===== config.mk =====
export PLATFORM = sky130hd
export DESIGN_NAME = miniAluTop
export DESIGN_NICKNAME = d
export VERILOG_FILES = /design/src/source/isaPkg.sv /design/src/source/hostBusPkg.sv /design/src/source/arrayMultiplier4.sv /design/src/source/radix4Multiplier.sv /design/src/source/miniAluCore.sv /design/src/source/apbHostRegs.sv /design/src/source/miniAluTop.sv
export VERILOG_INCLUDE_DIRS = /design/src /design/src/source
export SDC_FILE = /design/constraint.sdc
export NUM_CORES = 2
export LEC_CHECK = 0
export BUFFER_PORTS_ARGS = -buffer_cell sky130_fd_sc_hd__buf_2
export CORE_ASPECT_RATIO = 1.75
export CORE_MARGIN = 2
export CORE_UTILIZATION = 39
export CTS_CLUSTER_SIZE = 16
export DETAILED_ROUTE_END_ITERATION = 7
export GPL_TIMING_DRIVEN = 0
export HOLD_SLACK_MARGIN = 0.03
export PLACE_DENSITY = 0.57
export REMOVE_ABC_BUFFERS = 1
export SLEW_MARGIN = 20
export SYNTH_ARGS = -nofsm -noshare
export SYNTH_HDL_FRONTEND = slang
export SYNTH_HIERARCHICAL = 1
export SYNTH_SLANG_ARGS = --single-unit

===== constraint.sdc =====
create_clock -name Clock -period 16.01 [get_ports Clock]
set_input_delay 2.4015 -clock Clock [delete_from_list [all_inputs] [get_ports Clock]]
set_output_delay 2.4015 -clock Clock [all_outputs]
set_load 0.02 [all_outputs]

===== src/source/miniAlu_defines.svh =====
`ifndef MINIALU_DEFINES_SVH
`define MINIALU_DEFINES_SVH

// ----------------------------------------
// datapath sizing
// ----------------------------------------
`define DATA_WIDTH 16 // register and operand width
`define REG_COUNT 8 // r0..r7
// instruction words, power of two so the pc wraps on its own
`define PROG_DEPTH 16

// ----------------------------------------
// host bus
// ----------------------------------------
`define APB_ADDR_WIDTH 12 // byte address
`define APB_DATA_WIDTH 32

`endif


===== src/source/isaPkg.sv =====
`default_nettype none
`include "miniAlu_defines.svh"

package isaPkg;

	// ----------------------------------------
	// opcodes, zero is a nop so cleared memory is harmless
	// ----------------------------------------
	typedef enum logic [3:0]
	{
		OP_NOP = 4'h0,
		OP_LDI = 4'h1, // rd = imm
		OP_ADD = 4'h2, // rd = rs1 + rs2
		OP_SUB = 4'h3, // rd = rs1 - rs2
		OP_IMUL = 4'h4, // rd = low nibble product
		OP_IMUL2 = 4'h5, // {rd+1, rd} = rs1 * rs2
		OP_JMP = 4'h6, // pc = imm
		OP_HALT = 4'h7
	} opcodeT;

	typedef logic [$clog2(`REG_COUNT)-1:0] regIndexT;
	typedef logic [`DATA_WIDTH-1:0] immT;

	// instruction word, msb first
	typedef struct packed
	{
		opcodeT opcode;
		regIndexT rd;
		regIndexT rs1;
		regIndexT rs2;
		logic [2:0] pad; // ignored by the decoder
		immT imm;
	} instrT;

endpackage

`default_nettype wire


===== src/source/hostBusPkg.sv =====
`default_nettype none
`include "miniAlu_defines.svh"

package hostBusPkg;

	typedef enum logic [1:0]
	{
		ST_IDLE = 2'd0,
		ST_RUN = 2'd1, // program executing
		ST_DONE = 2'd2 // halt seen, results readable
	} runStateT;

	// ----------------------------------------
	// register map, byte offsets
	// ----------------------------------------
	typedef enum logic [`APB_ADDR_WIDTH-1:0]
	{
		OFS_CTRL = 12'h000,
		OFS_STATUS = 12'h004,
		OFS_PROG = 12'h040, // base of program window
		OFS_REGS = 12'h080 // base of register readback
	} regOffsetT;

	// word index bits inside each window
	localparam logic [`APB_ADDR_WIDTH-1:0] PROG_SPAN_MASK = 12'h03C;
	localparam logic [`APB_ADDR_WIDTH-1:0] REGS_SPAN_MASK = 12'h01C;

	localparam int CTRL_START_BIT = 0;
	localparam int STATUS_BUSY_BIT = 0;
	localparam int STATUS_DONE_BIT = 1;

endpackage

`default_nettype wire


===== src/source/arrayMultiplier4.sv =====
`timescale 1ns/100ps
`default_nettype none

module arrayMultiplier4
(
	input logic [3:0] a,
	input logic [3:0] b,
	output logic [7:0] product
);
	localparam int N = 4;

	// acc[row] holds the running sum after row, bit N is the row carry out
	wire [N:0] acc [0:N-1];
	wire [N:0] carry [1:N-1]; // ripple chain per adder row

	// row 0 is just the first partial product
	assign acc[0] = {1'b0, a & {N{b[0]}}};

	// ----------------------------------------
	// full-adder rows
	// ----------------------------------------
	for (genvar row = 1; row < N; row++)
	begin : gRow
		assign carry[row][0] = 1'b0; // no carry into the lsb cell

		for (genvar col = 0; col < N; col++)
		begin : gCell
			wire pp;
			wire sumIn;
			assign pp = a[col] & b[row];
			assign sumIn = acc[row-1][col+1]; // previous row shifted down by one
			// full adder cell
			assign acc[row][col] = pp ^ sumIn ^ carry[row][col];
			assign carry[row][col+1] = (pp & sumIn) | (carry[row][col] & (pp ^ sumIn));
		end

		assign acc[row][N] = carry[row][N];
	end

	// one finished bit falls out of every row
	for (genvar row = 0; row < N; row++)
	begin : gLowBits
		assign product[row] = acc[row][0];
	end

	assign product[2*N-1:N] = acc[N-1][N:1]; // upper half from the last row

endmodule

`default_nettype wire


===== src/source/radix4Multiplier.sv =====
`timescale 1ns/100ps
`default_nettype none
`include "miniAlu_defines.svh"

module radix4Multiplier
#(
	parameter int WIDTH = `DATA_WIDTH // must be even
)
(
	input logic [WIDTH-1:0] a,
	input logic [WIDTH-1:0] b,
	output logic [2*WIDTH-1:0] product
);
	localparam int DIGITS = WIDTH / 2; // base-4 digits of b

	// heap-ordered adder tree, leaves at DIGITS-1 and up
	wire [2*WIDTH-1:0] node [0:2*DIGITS-2];

	// ----------------------------------------
	// one partial product per digit
	// ----------------------------------------
	for (genvar d = 0; d < DIGITS; d++)
	begin : gDigit
		logic [WIDTH+1:0] multiple; // up to 3a, two extra bits

		always_comb
		begin
			case (b[2*d +: 2])
				2'd0: multiple = '0;
				2'd1: multiple = {2'b00, a};
				2'd2: multiple = {1'b0, a, 1'b0};
				2'd3: multiple = {2'b00, a} + {1'b0, a, 1'b0}; // a + 2a
				default: multiple = '0;
			endcase
		end

		// weight 4^d
		assign node[DIGITS-1+d] = (2*WIDTH)'(multiple) << (2*d);
	end

	// ----------------------------------------
	// adder tree
	// ----------------------------------------
	for (genvar i = 0; i < DIGITS-1; i++)
	begin : gTree
		assign node[i] = node[2*i+1] + node[2*i+2]; // children sum into parent
	end

	assign product = node[0]; // root

endmodule

`default_nettype wire


===== src/source/miniAluCore.sv =====
`timescale 1ns/100ps
`default_nettype none
`include "miniAlu_defines.svh"

module miniAluCore
(
	input logic Clock,
	input logic rstN,
	input logic start,
	input logic progWrite,
	input logic [$clog2(`PROG_DEPTH)-1:0] progAddr,
	input logic [$bits(isaPkg::instrT)-1:0] progData,
	input isaPkg::regIndexT regReadIdx,
	output logic [`DATA_WIDTH-1:0] regReadData,
	output logic halted
);
	import isaPkg::*;

	localparam int PC_WIDTH = $clog2(`PROG_DEPTH);

	logic [$bits(instrT)-1:0] progMem [`PROG_DEPTH];
	logic [`DATA_WIDTH-1:0] regFile [`REG_COUNT];
	logic [PC_WIDTH-1:0] pc;
	logic running; // between start and halt
	instrT instr;

	logic [`DATA_WIDTH-1:0] opA;
	logic [`DATA_WIDTH-1:0] opB;
	logic [7:0] nibbleProd;
	logic [2*`DATA_WIDTH-1:0] wideProd;

	logic wrEn; // rd write
	logic wrHiEn; // rd+1 write, imul2 only
	logic [`DATA_WIDTH-1:0] wrData;
	logic [`DATA_WIDTH-1:0] wrHiData;
	regIndexT rdHi;
	logic jump;

	// ----------------------------------------
	// fetch and operand read
	// ----------------------------------------
	assign instr = instrT'(progMem[pc]);
	assign opA = regFile[instr.rs1];
	assign opB = regFile[instr.rs2];
	assign rdHi = regIndexT'(instr.rd + 1'b1); // wraps r7 -> r0
	assign wrHiData = wideProd[2*`DATA_WIDTH-1:`DATA_WIDTH];

	arrayMultiplier4 arrayMultiplier4_inst
	(
		.a(opA[3:0]),
		.b(opB[3:0]),
		.product(nibbleProd)
	);

	radix4Multiplier #(.WIDTH(`DATA_WIDTH)) radix4Multiplier_inst
	(
		.a(opA),
		.b(opB),
		.product(wideProd)
	);

	// ----------------------------------------
	// decode and alu result select
	// ----------------------------------------
	always_comb
	begin
		wrEn = 1'b0;
		wrHiEn = 1'b0;
		wrData = '0;
		jump = 1'b0;
		halted = 1'b0;
		if (running)
		begin
			case (instr.opcode)
				OP_LDI:
				begin
					wrEn = 1'b1;
					wrData = instr.imm;
				end
				OP_ADD:
				begin
					wrEn = 1'b1;
					wrData = opA + opB; // mod 2^16
				end
				OP_SUB:
				begin
					wrEn = 1'b1;
					wrData = opA - opB;
				end
				OP_IMUL:
				begin
					wrEn = 1'b1;
					wrData = `DATA_WIDTH'(nibbleProd); // zero extended
				end
				OP_IMUL2:
				begin
					wrEn = 1'b1;
					wrHiEn = 1'b1;
					wrData = wideProd[`DATA_WIDTH-1:0];
				end
				OP_JMP: jump = 1'b1;
				OP_HALT: halted = 1'b1; // one cycle, running drops after it
				default: ; // nop and unused codes
			endcase
		end
	end

	// pc counter, start wins over everything
	always_ff @(posedge Clock or negedge rstN)
	begin
		if (!rstN)
		begin
			pc <= '0;
			running <= 1'b0;
		end
		else if (start)
		begin
			pc <= '0;
			running <= 1'b1;
		end
		else if (running)
		begin
			if (halted)
				running <= 1'b0; // pc holds at the halt
			else if (jump)
				pc <= instr.imm[PC_WIDTH-1:0];
			else
				pc <= pc + 1'b1;
		end
	end

	// program memory, host side write port
	always_ff @(posedge Clock or negedge rstN)
	begin
		if (!rstN)
		begin
			for (int i = 0; i < `PROG_DEPTH; i++)
				progMem[i] <= '0;
		end
		else if (progWrite)
			progMem[progAddr] <= progData;
	end

	// register file, two write ports for the wide product
	always_ff @(posedge Clock or negedge rstN)
	begin
		if (!rstN)
		begin
			for (int i = 0; i < `REG_COUNT; i++)
				regFile[i] <= '0;
		end
		else
		begin
			if (wrEn)
				regFile[instr.rd] <= wrData;
			if (wrHiEn)
				regFile[rdHi] <= wrHiData; // never the same index as rd
		end
	end

	assign regReadData = regFile[regReadIdx]; // async readback for apb

endmodule

`default_nettype wire


===== src/source/apbHostRegs.sv =====
`timescale 1ns/100ps
`default_nettype none
`include "miniAlu_defines.svh"

module apbHostRegs
(
	input logic Clock,
	input logic rstN,
	input logic psel,
	input logic penable,
	input logic pwrite,
	input logic [`APB_ADDR_WIDTH-1:0] paddr,
	input logic [`APB_DATA_WIDTH-1:0] pwdata,
	output logic [`APB_DATA_WIDTH-1:0] prdata,
	output logic pready,
	output logic pslverr,
	input logic halted,
	input logic [`DATA_WIDTH-1:0] regReadData,
	output logic start,
	output logic progWrite,
	output logic [$clog2(`PROG_DEPTH)-1:0] progAddr,
	output logic [$bits(isaPkg::instrT)-1:0] progData,
	output isaPkg::regIndexT regReadIdx
);
	import hostBusPkg::*;

	runStateT runState;
	logic access; // apb access phase
	logic hitCtrl;
	logic hitStatus;
	logic hitProg;
	logic hitRegs;
	logic unmapped;
	logic busy;
	logic done;

	// ----------------------------------------
	// address decode
	// ----------------------------------------
	assign access = psel & penable;
	assign hitCtrl = (paddr == OFS_CTRL);
	assign hitStatus = (paddr == OFS_STATUS);
	assign hitProg = ((paddr & ~PROG_SPAN_MASK) == OFS_PROG); // also rejects unaligned
	assign hitRegs = ((paddr & ~REGS_SPAN_MASK) == OFS_REGS);
	assign unmapped = !(hitCtrl | hitStatus | hitProg | hitRegs);

	assign busy = (runState == ST_RUN);
	assign done = (runState == ST_DONE);

	// no wait states
	assign pready = 1'b1;
	// unmapped, write to readback, or program write mid run
	assign pslverr = access & (unmapped | (pwrite & hitRegs) | (pwrite & hitProg & busy));

	// start only outside a run, one access cycle wide
	assign start = access & pwrite & hitCtrl & pwdata[CTRL_START_BIT] & !busy;
	assign progWrite = access & pwrite & hitProg & !busy;
	assign progAddr = paddr[2 +: $clog2(`PROG_DEPTH)]; // word index
	assign progData = pwdata;
	assign regReadIdx = paddr[2 +: $bits(regReadIdx)];

	// read mux, ctrl reads back as zero
	always_comb
	begin
		prdata = '0;
		if (hitStatus)
		begin
			prdata[STATUS_BUSY_BIT] = busy;
			prdata[STATUS_DONE_BIT] = done;
		end
		else if (hitRegs)
			prdata = `APB_DATA_WIDTH'(regReadData);
	end

	// ----------------------------------------
	// run state
	// ----------------------------------------
	always_ff @(posedge Clock or negedge rstN)
	begin
		if (!rstN)
			runState <= ST_IDLE;
		else
		begin
			case (runState)
				ST_IDLE, ST_DONE:
					if (start)
						runState <= ST_RUN; // restart clears done
				ST_RUN:
					if (halted)
						runState <= ST_DONE;
				default: runState <= ST_IDLE;
			endcase
		end
	end

endmodule

`default_nettype wire


===== src/source/miniAluTop.sv =====
`timescale 1ns/100ps
`default_nettype none
`include "miniAlu_defines.svh"

module miniAluTop
(
	input logic Clock,
	input logic rstN,
	input logic psel,
	input logic penable,
	input logic pwrite,
	input logic [`APB_ADDR_WIDTH-1:0] paddr,
	input logic [`APB_DATA_WIDTH-1:0] pwdata,
	output logic [`APB_DATA_WIDTH-1:0] prdata,
	output logic pready,
	output logic pslverr
);
	// host to core
	logic start;
	logic progWrite;
	logic [$clog2(`PROG_DEPTH)-1:0] progAddr;
	logic [$bits(isaPkg::instrT)-1:0] progData;
	isaPkg::regIndexT regReadIdx;
	// core to host
	logic [`DATA_WIDTH-1:0] regReadData;
	logic halted;

	apbHostRegs apbHostRegs_inst
	(
		.Clock(Clock),
		.rstN(rstN),
		.psel(psel),
		.penable(penable),
		.pwrite(pwrite),
		.paddr(paddr),
		.pwdata(pwdata),
		.prdata(prdata),
		.pready(pready),
		.pslverr(pslverr),
		.halted(halted),
		.regReadData(regReadData),
		.start(start),
		.progWrite(progWrite),
		.progAddr(progAddr),
		.progData(progData),
		.regReadIdx(regReadIdx)
	);

	miniAluCore miniAluCore_inst
	(
		.Clock(Clock),
		.rstN(rstN),
		.start(start),
		.progWrite(progWrite),
		.progAddr(progAddr),
		.progData(progData),
		.regReadIdx(regReadIdx),
		.regReadData(regReadData),
		.halted(halted)
	);

endmodule

`default_nettype wire


# Yosys cells after proc, flatten, opt, wreduce, memory -nomap -nowiden
# Cells that the tools add are included.
# totals
reg_bits	647
in_bits	49
out_inout_bits	34
wordCells	246
# classes
add_sub_neg	12
order_cmp	10
eq_ne	39
mux	54
n_bitwise	84
reduce_logical	20
# ops
operator	n
one-hot mux 18 bit (4 select lines)	8
bitwise mux 512 bit	1
bitwise mux 128 bit	2
2-to-1 mux 128 bit	2
2-to-1 mux 16 bit	10
binary-select mux 16 bit (select 3 bit)	3
binary-select mux 32 bit (select 4 bit)	1
demux 32 bit (select 4 bit)	1
adder 32 bit	3
demux 16 bit (select 3 bit)	2
2-to-1 mux 32 bit	3
one-hot mux 16 bit (5 select lines)	1
AND 1 bit	43
== test 2 bit (second input constant)	17
adder 30 x 32 -> 32 bit	1
2-to-1 mux 30 bit	1
adder 26 x 28 -> 29 bit	1
adder 22 x 24 -> 25 bit	1
adder 18 x 20 -> 21 bit	1
>= comparator 4 bit (second input constant)	5
inverter 3 -> 4 bit	5
bitwise XOR 1 bit	20
adder 16 x 17 -> 18 bit	1
== test 2 x 1 -> 1 bit (second input constant)	9
other kinds (30)	77

# Depth between registers and ports, before layout
# logic_depth
depth_word	30
ltp_mapped	51

# By module
# Netlist, hierarchy kept.
# modules_own_cells
mod	instances	cells_per_inst	area_per_inst_um2	seq_area_each_um2
miniAluCore	1	2572	32459.9	14939.3
radix4Multiplier	1	930	7588.5	0.0
apbHostRegs	1	107	829.5	50.0
arrayMultiplier4	1	40	337.8	0.0

# Least setup slack after synthesis
# OpenSTA, ideal clock, no wires.
# synth_timing
path_type	flip-flop to flip-flop
startpoint	register miniAluCore_inst.pc[0]
endpoint	register miniAluCore_inst/regFile[110] (netlist name)
arrival_time_ns	10.789
path_slack_ns	5.096
stages_incl_launch_ff	49
n_path_buf	7
synth_period_minus_slack_ns	10.914
path_cell_list	dfrtp_1 -> buf_6 -> buf_4 -> buf_4 -> mux4_2 -> a22oi_1 -> nand2_1 -> clkbuf_1 -> clkbuf_1 -> buf_2 -> mux2i_1 -> nor2_1 -> a21oi_1 -> o21ai_0 -> ha_1 -> a211oi_1 -> nor2_1 -> o21ai_0 -> [... 13 more ...] -> inv_1 -> fa_1 -> inv_1 -> fa_1 -> inv_1 -> fa_1 -> inv_1 -> ha_1 -> o21ai_0 -> a21o_1 -> o2bb2ai_1 -> a211oi_1 -> nor2_1 -> a21oi_1 -> a41oi_1 -> xnor2_1 -> buf_1 -> mux2_2
# synth_via
elab_cells_between_ends	91
cone_classes	11 x add/sub; 4 x order compare; 29 x eq/ne; 31 x mux; 5 x bitwise; 11 x reduce/logical
# synth_lines
element	line_no	source
from (decl)	miniAluCore.sv:23	logic [PC_WIDTH-1:0] pc;
from (signal assigned)	miniAluCore.sv:126	pc <= instr.imm[PC_WIDTH-1:0];
from (signal assigned)	miniAluCore.sv:128	pc <= pc + 1'b1;
inverter 4 -> 5 bit (implied by the code) *	miniAluCore.sv:42	assign instr = instrT'(progMem[pc]);
binary-select mux 32 bit (select 4 bit) *	miniAluCore.sv:42	
2-to-1 mux 32 bit (implied by the code) * (2 in a row)	miniAluCore.sv:42	
inverter 3 -> 4 bit (implied by the code) *	miniAluCore.sv:43	assign opA = regFile[instr.rs1];
binary-select mux 16 bit (select 3 bit) *	miniAluCore.sv:43	
2-to-1 mux 16 bit (implied by the code) * (2 in a row)	miniAluCore.sv:43	
via miniAluCore_inst.opA[2]	miniAluCore.sv:27	logic [`DATA_WIDTH-1:0] opA;
adder 16 x 17 -> 18 bit	radix4Multiplier.sv:32	2'd3: multiple = {2'b00, a} + {1'b0, a, 1'b0};
one-hot mux 18 bit (4 select lines)	radix4Multiplier.sv:28	case (b[2*d +: 2])
adder 30 x 32 -> 32 bit, or another cell as far along	radix4Multiplier.sv:46	assign node[i] = node[2*i+1] + node[2*i+2];
adder 32 bit	radix4Multiplier.sv:46	
adder 32 bit *	radix4Multiplier.sv:46	
via miniAluCore_inst.wideProd[30]	miniAluCore.sv:30	logic [2*`DATA_WIDTH-1:0] wideProd;
bitwise mux 128 bit *	miniAluCore.sv:157	regFile[rdHi] <= wrHiData;
2-to-1 mux 128 bit *	miniAluCore.sv:156	if (wrHiEn)
to (signal, indexed assignment)	miniAluCore.sv:155	regFile[instr.rd] <= wrData;
to (signal, indexed assignment)	miniAluCore.sv:157	
to (decl)	miniAluCore.sv:22	logic [`DATA_WIDTH-1:0] regFile [`REG_COUNT];
# The timed path passes the listed nets; every way through them passes the cells marked *. The select of a mux whose other input is x is not followed.
# A chain may end at the register's enable or synchronous reset.

# Final worst setup path
# layout_timing
startpoint	register miniAluCore_inst.pc[0]
endpoint	register miniAluCore_inst/regFile[108] (netlist name)
# The elaborated chain is that of the path after synthesis.

==> results.py <==
metrics = {
    "outcome": {
        "outcome": "finished clean",
    },
    "cts": {
        "clock_path_buffers": 3,
        "cts_buffers": 53,
        "cts_hold_buf": 0,
        "cts_num_sinks": 599,
        "cts_htree_levels": 2,
        "cts_resized": 0,
        "cts_tree": "yes",
        "clock_latency_ns": 0.65,
        "clkTransAtPathRegs_ns": 0.07,
        "root_buffer": "clkbuf_16",
        "post_cts_buffers": 0,
    },
    "pwr": {
        "sw_frac_of_total_pct": 22.7,
        "p_per_area_mw_per_mm2": 65.8,
        "leakagePower_nw": 20.6,
        "p_seq_share_pct": 50.5,
        "totalPowerFinal_mw": 3.00,
        "ir_drop_uv": 79.4,
        "p_int_mw": 2.32,
        "clkPwrFrac_pct": 46.2,
        "pwr-share-comb_pct": 3.3,
        "p_sw_mw": 0.682,
    },
    "timing": {
        "setup_viol_count_final": 0,
        "rsz0062_at_grt": "false",
        "timing.hold.ws_ns": 0.498,
        "tightestPinTransition_ns": 1.23,
        "timing.slew.headroom_pct": 17.6,
        "fin_tns_setup_ns": 0,
        "fmax_ghz": 0.0705,
        "drv_slew": 0,
        "period_minus_slack_ns": 14.18,
        "fin_skew_ns": 0.0559,
        "worst_slack_ns": 1.83,
        "hold_violations": 0,
        "min_period_over_period_pct": 88.6,
    },
    "synth": {
        "yosysWarnings": 6,
        "synth_area_per_cell_um2": 11.3,
        "syn_inst": 3646,
        "synth_area_mm2": 0.0412,
    },
    "critical_path": {
        "r2r-end": "miniAluCore_inst/regFile[108]",
        "arrival_ns": 14.73,
        "r2r_cells": 45,
        "endpoint": "miniAluCore_inst/regFile[108]",
        "slowest_delay_ns": 0.89,
        "ff2ff_setup_slack_ns": 1.83,
        "critPathTopFamily": "compound AO/OA/AOI/OAI gates",
        "r2r-start": "miniAluCore_inst/pc[0]",
        "cp_data_required_time_ns": 16.56,
        "critPathKind": "flop to flop",
        "cp-end-kind": "flop",
        "crit_buf_inv": 7,
        "path_depth": 45,
        "worst_path_max_delay_cell": "xnor2_1",
        "start_kind": "flop",
        "path_max_fanout": 40,
        "startpoint": "miniAluCore_inst/pc[0]",
    },
    "cells_and_area": {
        "fin_util_pct": 43.6,
        "nFillCells": 9732,
        "drive_gt1_share_pct": 32.8,
        "fin_cells": 4907,
        "syn2layout_area_growth_pct": 10.7,
        "finish.instance_area_mm2": 0.0456,
        "nets": 3771,
    },
    "die": {
        "core_area_mm2": 0.105,
        "num_rows": 157,
        "die_h_um": 434,
        "die_area_mm2": 0.108,
        "initial_core_util_pct": 39.3,
        "ios": 83,
        "die_x_um": 250,
    },
    "hold_path": {
        "hp-class": "flop to flop",
    },
    "placed_design": {
        "port_buffers": 62,
        "place_congestion": 0.875,
        "hpwl_mm": 85.0,
        "dp.cells": 4810,
        "dpl_cell_area_mm2": 0.0437,
        "pre_cts_slack_ns": 1.96,
    },
    "grt": {
        "overflow": 0,
        "grt_pass1_wl_mm": 191,
        "grtUsageTotal_pct": 23.0,
        "antenna_found_initial": 9,
        "grt_pass1_vias": 30600,
        "grt_max_degree": 97,
    },
    "drt": {
        "viasPerCell": 6.01,
        "drt_iter0_drc": 1914,
        "wire_per_inst_um": 25.3,
        "drt_wl_total_mm": 124,
        "ant_nets": 0,
        "drc": 0,
        "vias": 29500,
        "dr.pass1.iters": 6,
    },
    "run": {
        "drv_cap": 0,
    },
}
[layout by cell type (no fill, tap or decap), drive strengths merged, types with 16 or more instances in the layout]
cell     count
inv        133
buf        153
nand2      234
nor2b       27
fa          83
a211oi      30
o211a       23
xor2        31
xnor2       52
and3        28
a21oi      128
a22o        54
mux2       627
o211ai      17
a2111oi     22
mux4       171
o21ai      237
clkinv      23
dfrtp      599
and2        43
nor3        16
clkbuf      68
a21o        27
mux2i      124
nor2       143
and4        24
ha         124
conb        17
nand3       48
a22oi       75
[routing by layer]
| metal | wire (um) | global-route usage (%) |
|---|---|---|
| met4 | 5980 | 10.9 |
| met1 | 48300 | 26.9 |
| met3 | 5280 | 2.41 |
| met2 | 64700 | 41.9 |
| met5 | 83 | 0 |
[power by group through the flow]
stage	logic, mW	registers (mW)	clock network (mW)
4_1_cts	0.0998	1.52	1.42
3_5_place_dp	0.0998	1.55	0
6_report	0.0979	1.52	1.39
2_1_floorplan	0.0181	1.55	0
5_1_grt	0.108	1.52	1.47
3_3_place_gp	0.0829	1.55	0
[registers in the layout, summed over array words and instances, names as in the netlist]
register / flops
miniAluCore_inst/pc: 4
miniAluCore_inst/regFile: 128
miniAluCore_inst/progMem: 464
miniAluCore_inst/running: 1
apbHostRegs_inst/runState: 2
[cell type report]
cell class	instances	area (um2)	share of cell area (%)
multi-input combinational	2569	24500	53.8
sequential	599	15000	32.9
timing repair buffer	154	1980	4.34
tap	1351	1690	3.71
clock buffer	68	1470	3.23
inverter	138	524	1.15
clock inverter	27	382	0.837
antenna	1	2.50	0.00549
[worst min-delay path by stage]
stage	startpoint	end	slack [ns]	depth (start not counted)
3_5_place_dp	miniAluCore_inst/progMem[349]	miniAluCore_inst/progMem[349]	0.49	1
6_report	miniAluCore_inst/progMem[349]	miniAluCore_inst/progMem[349]	0.50	1
2_1_floorplan	miniAluCore_inst/progMem[251]	miniAluCore_inst/progMem[251]	0.47	1
5_1_grt	miniAluCore_inst/progMem[356]	miniAluCore_inst/progMem[356]	0.50	1
4_1_cts	miniAluCore_inst/progMem[356]	miniAluCore_inst/progMem[356]	0.50	1
3_3_place_gp	miniAluCore_inst/progMem[251]	miniAluCore_inst/progMem[251]	0.48	1
(Power assumes the default switching activity.)
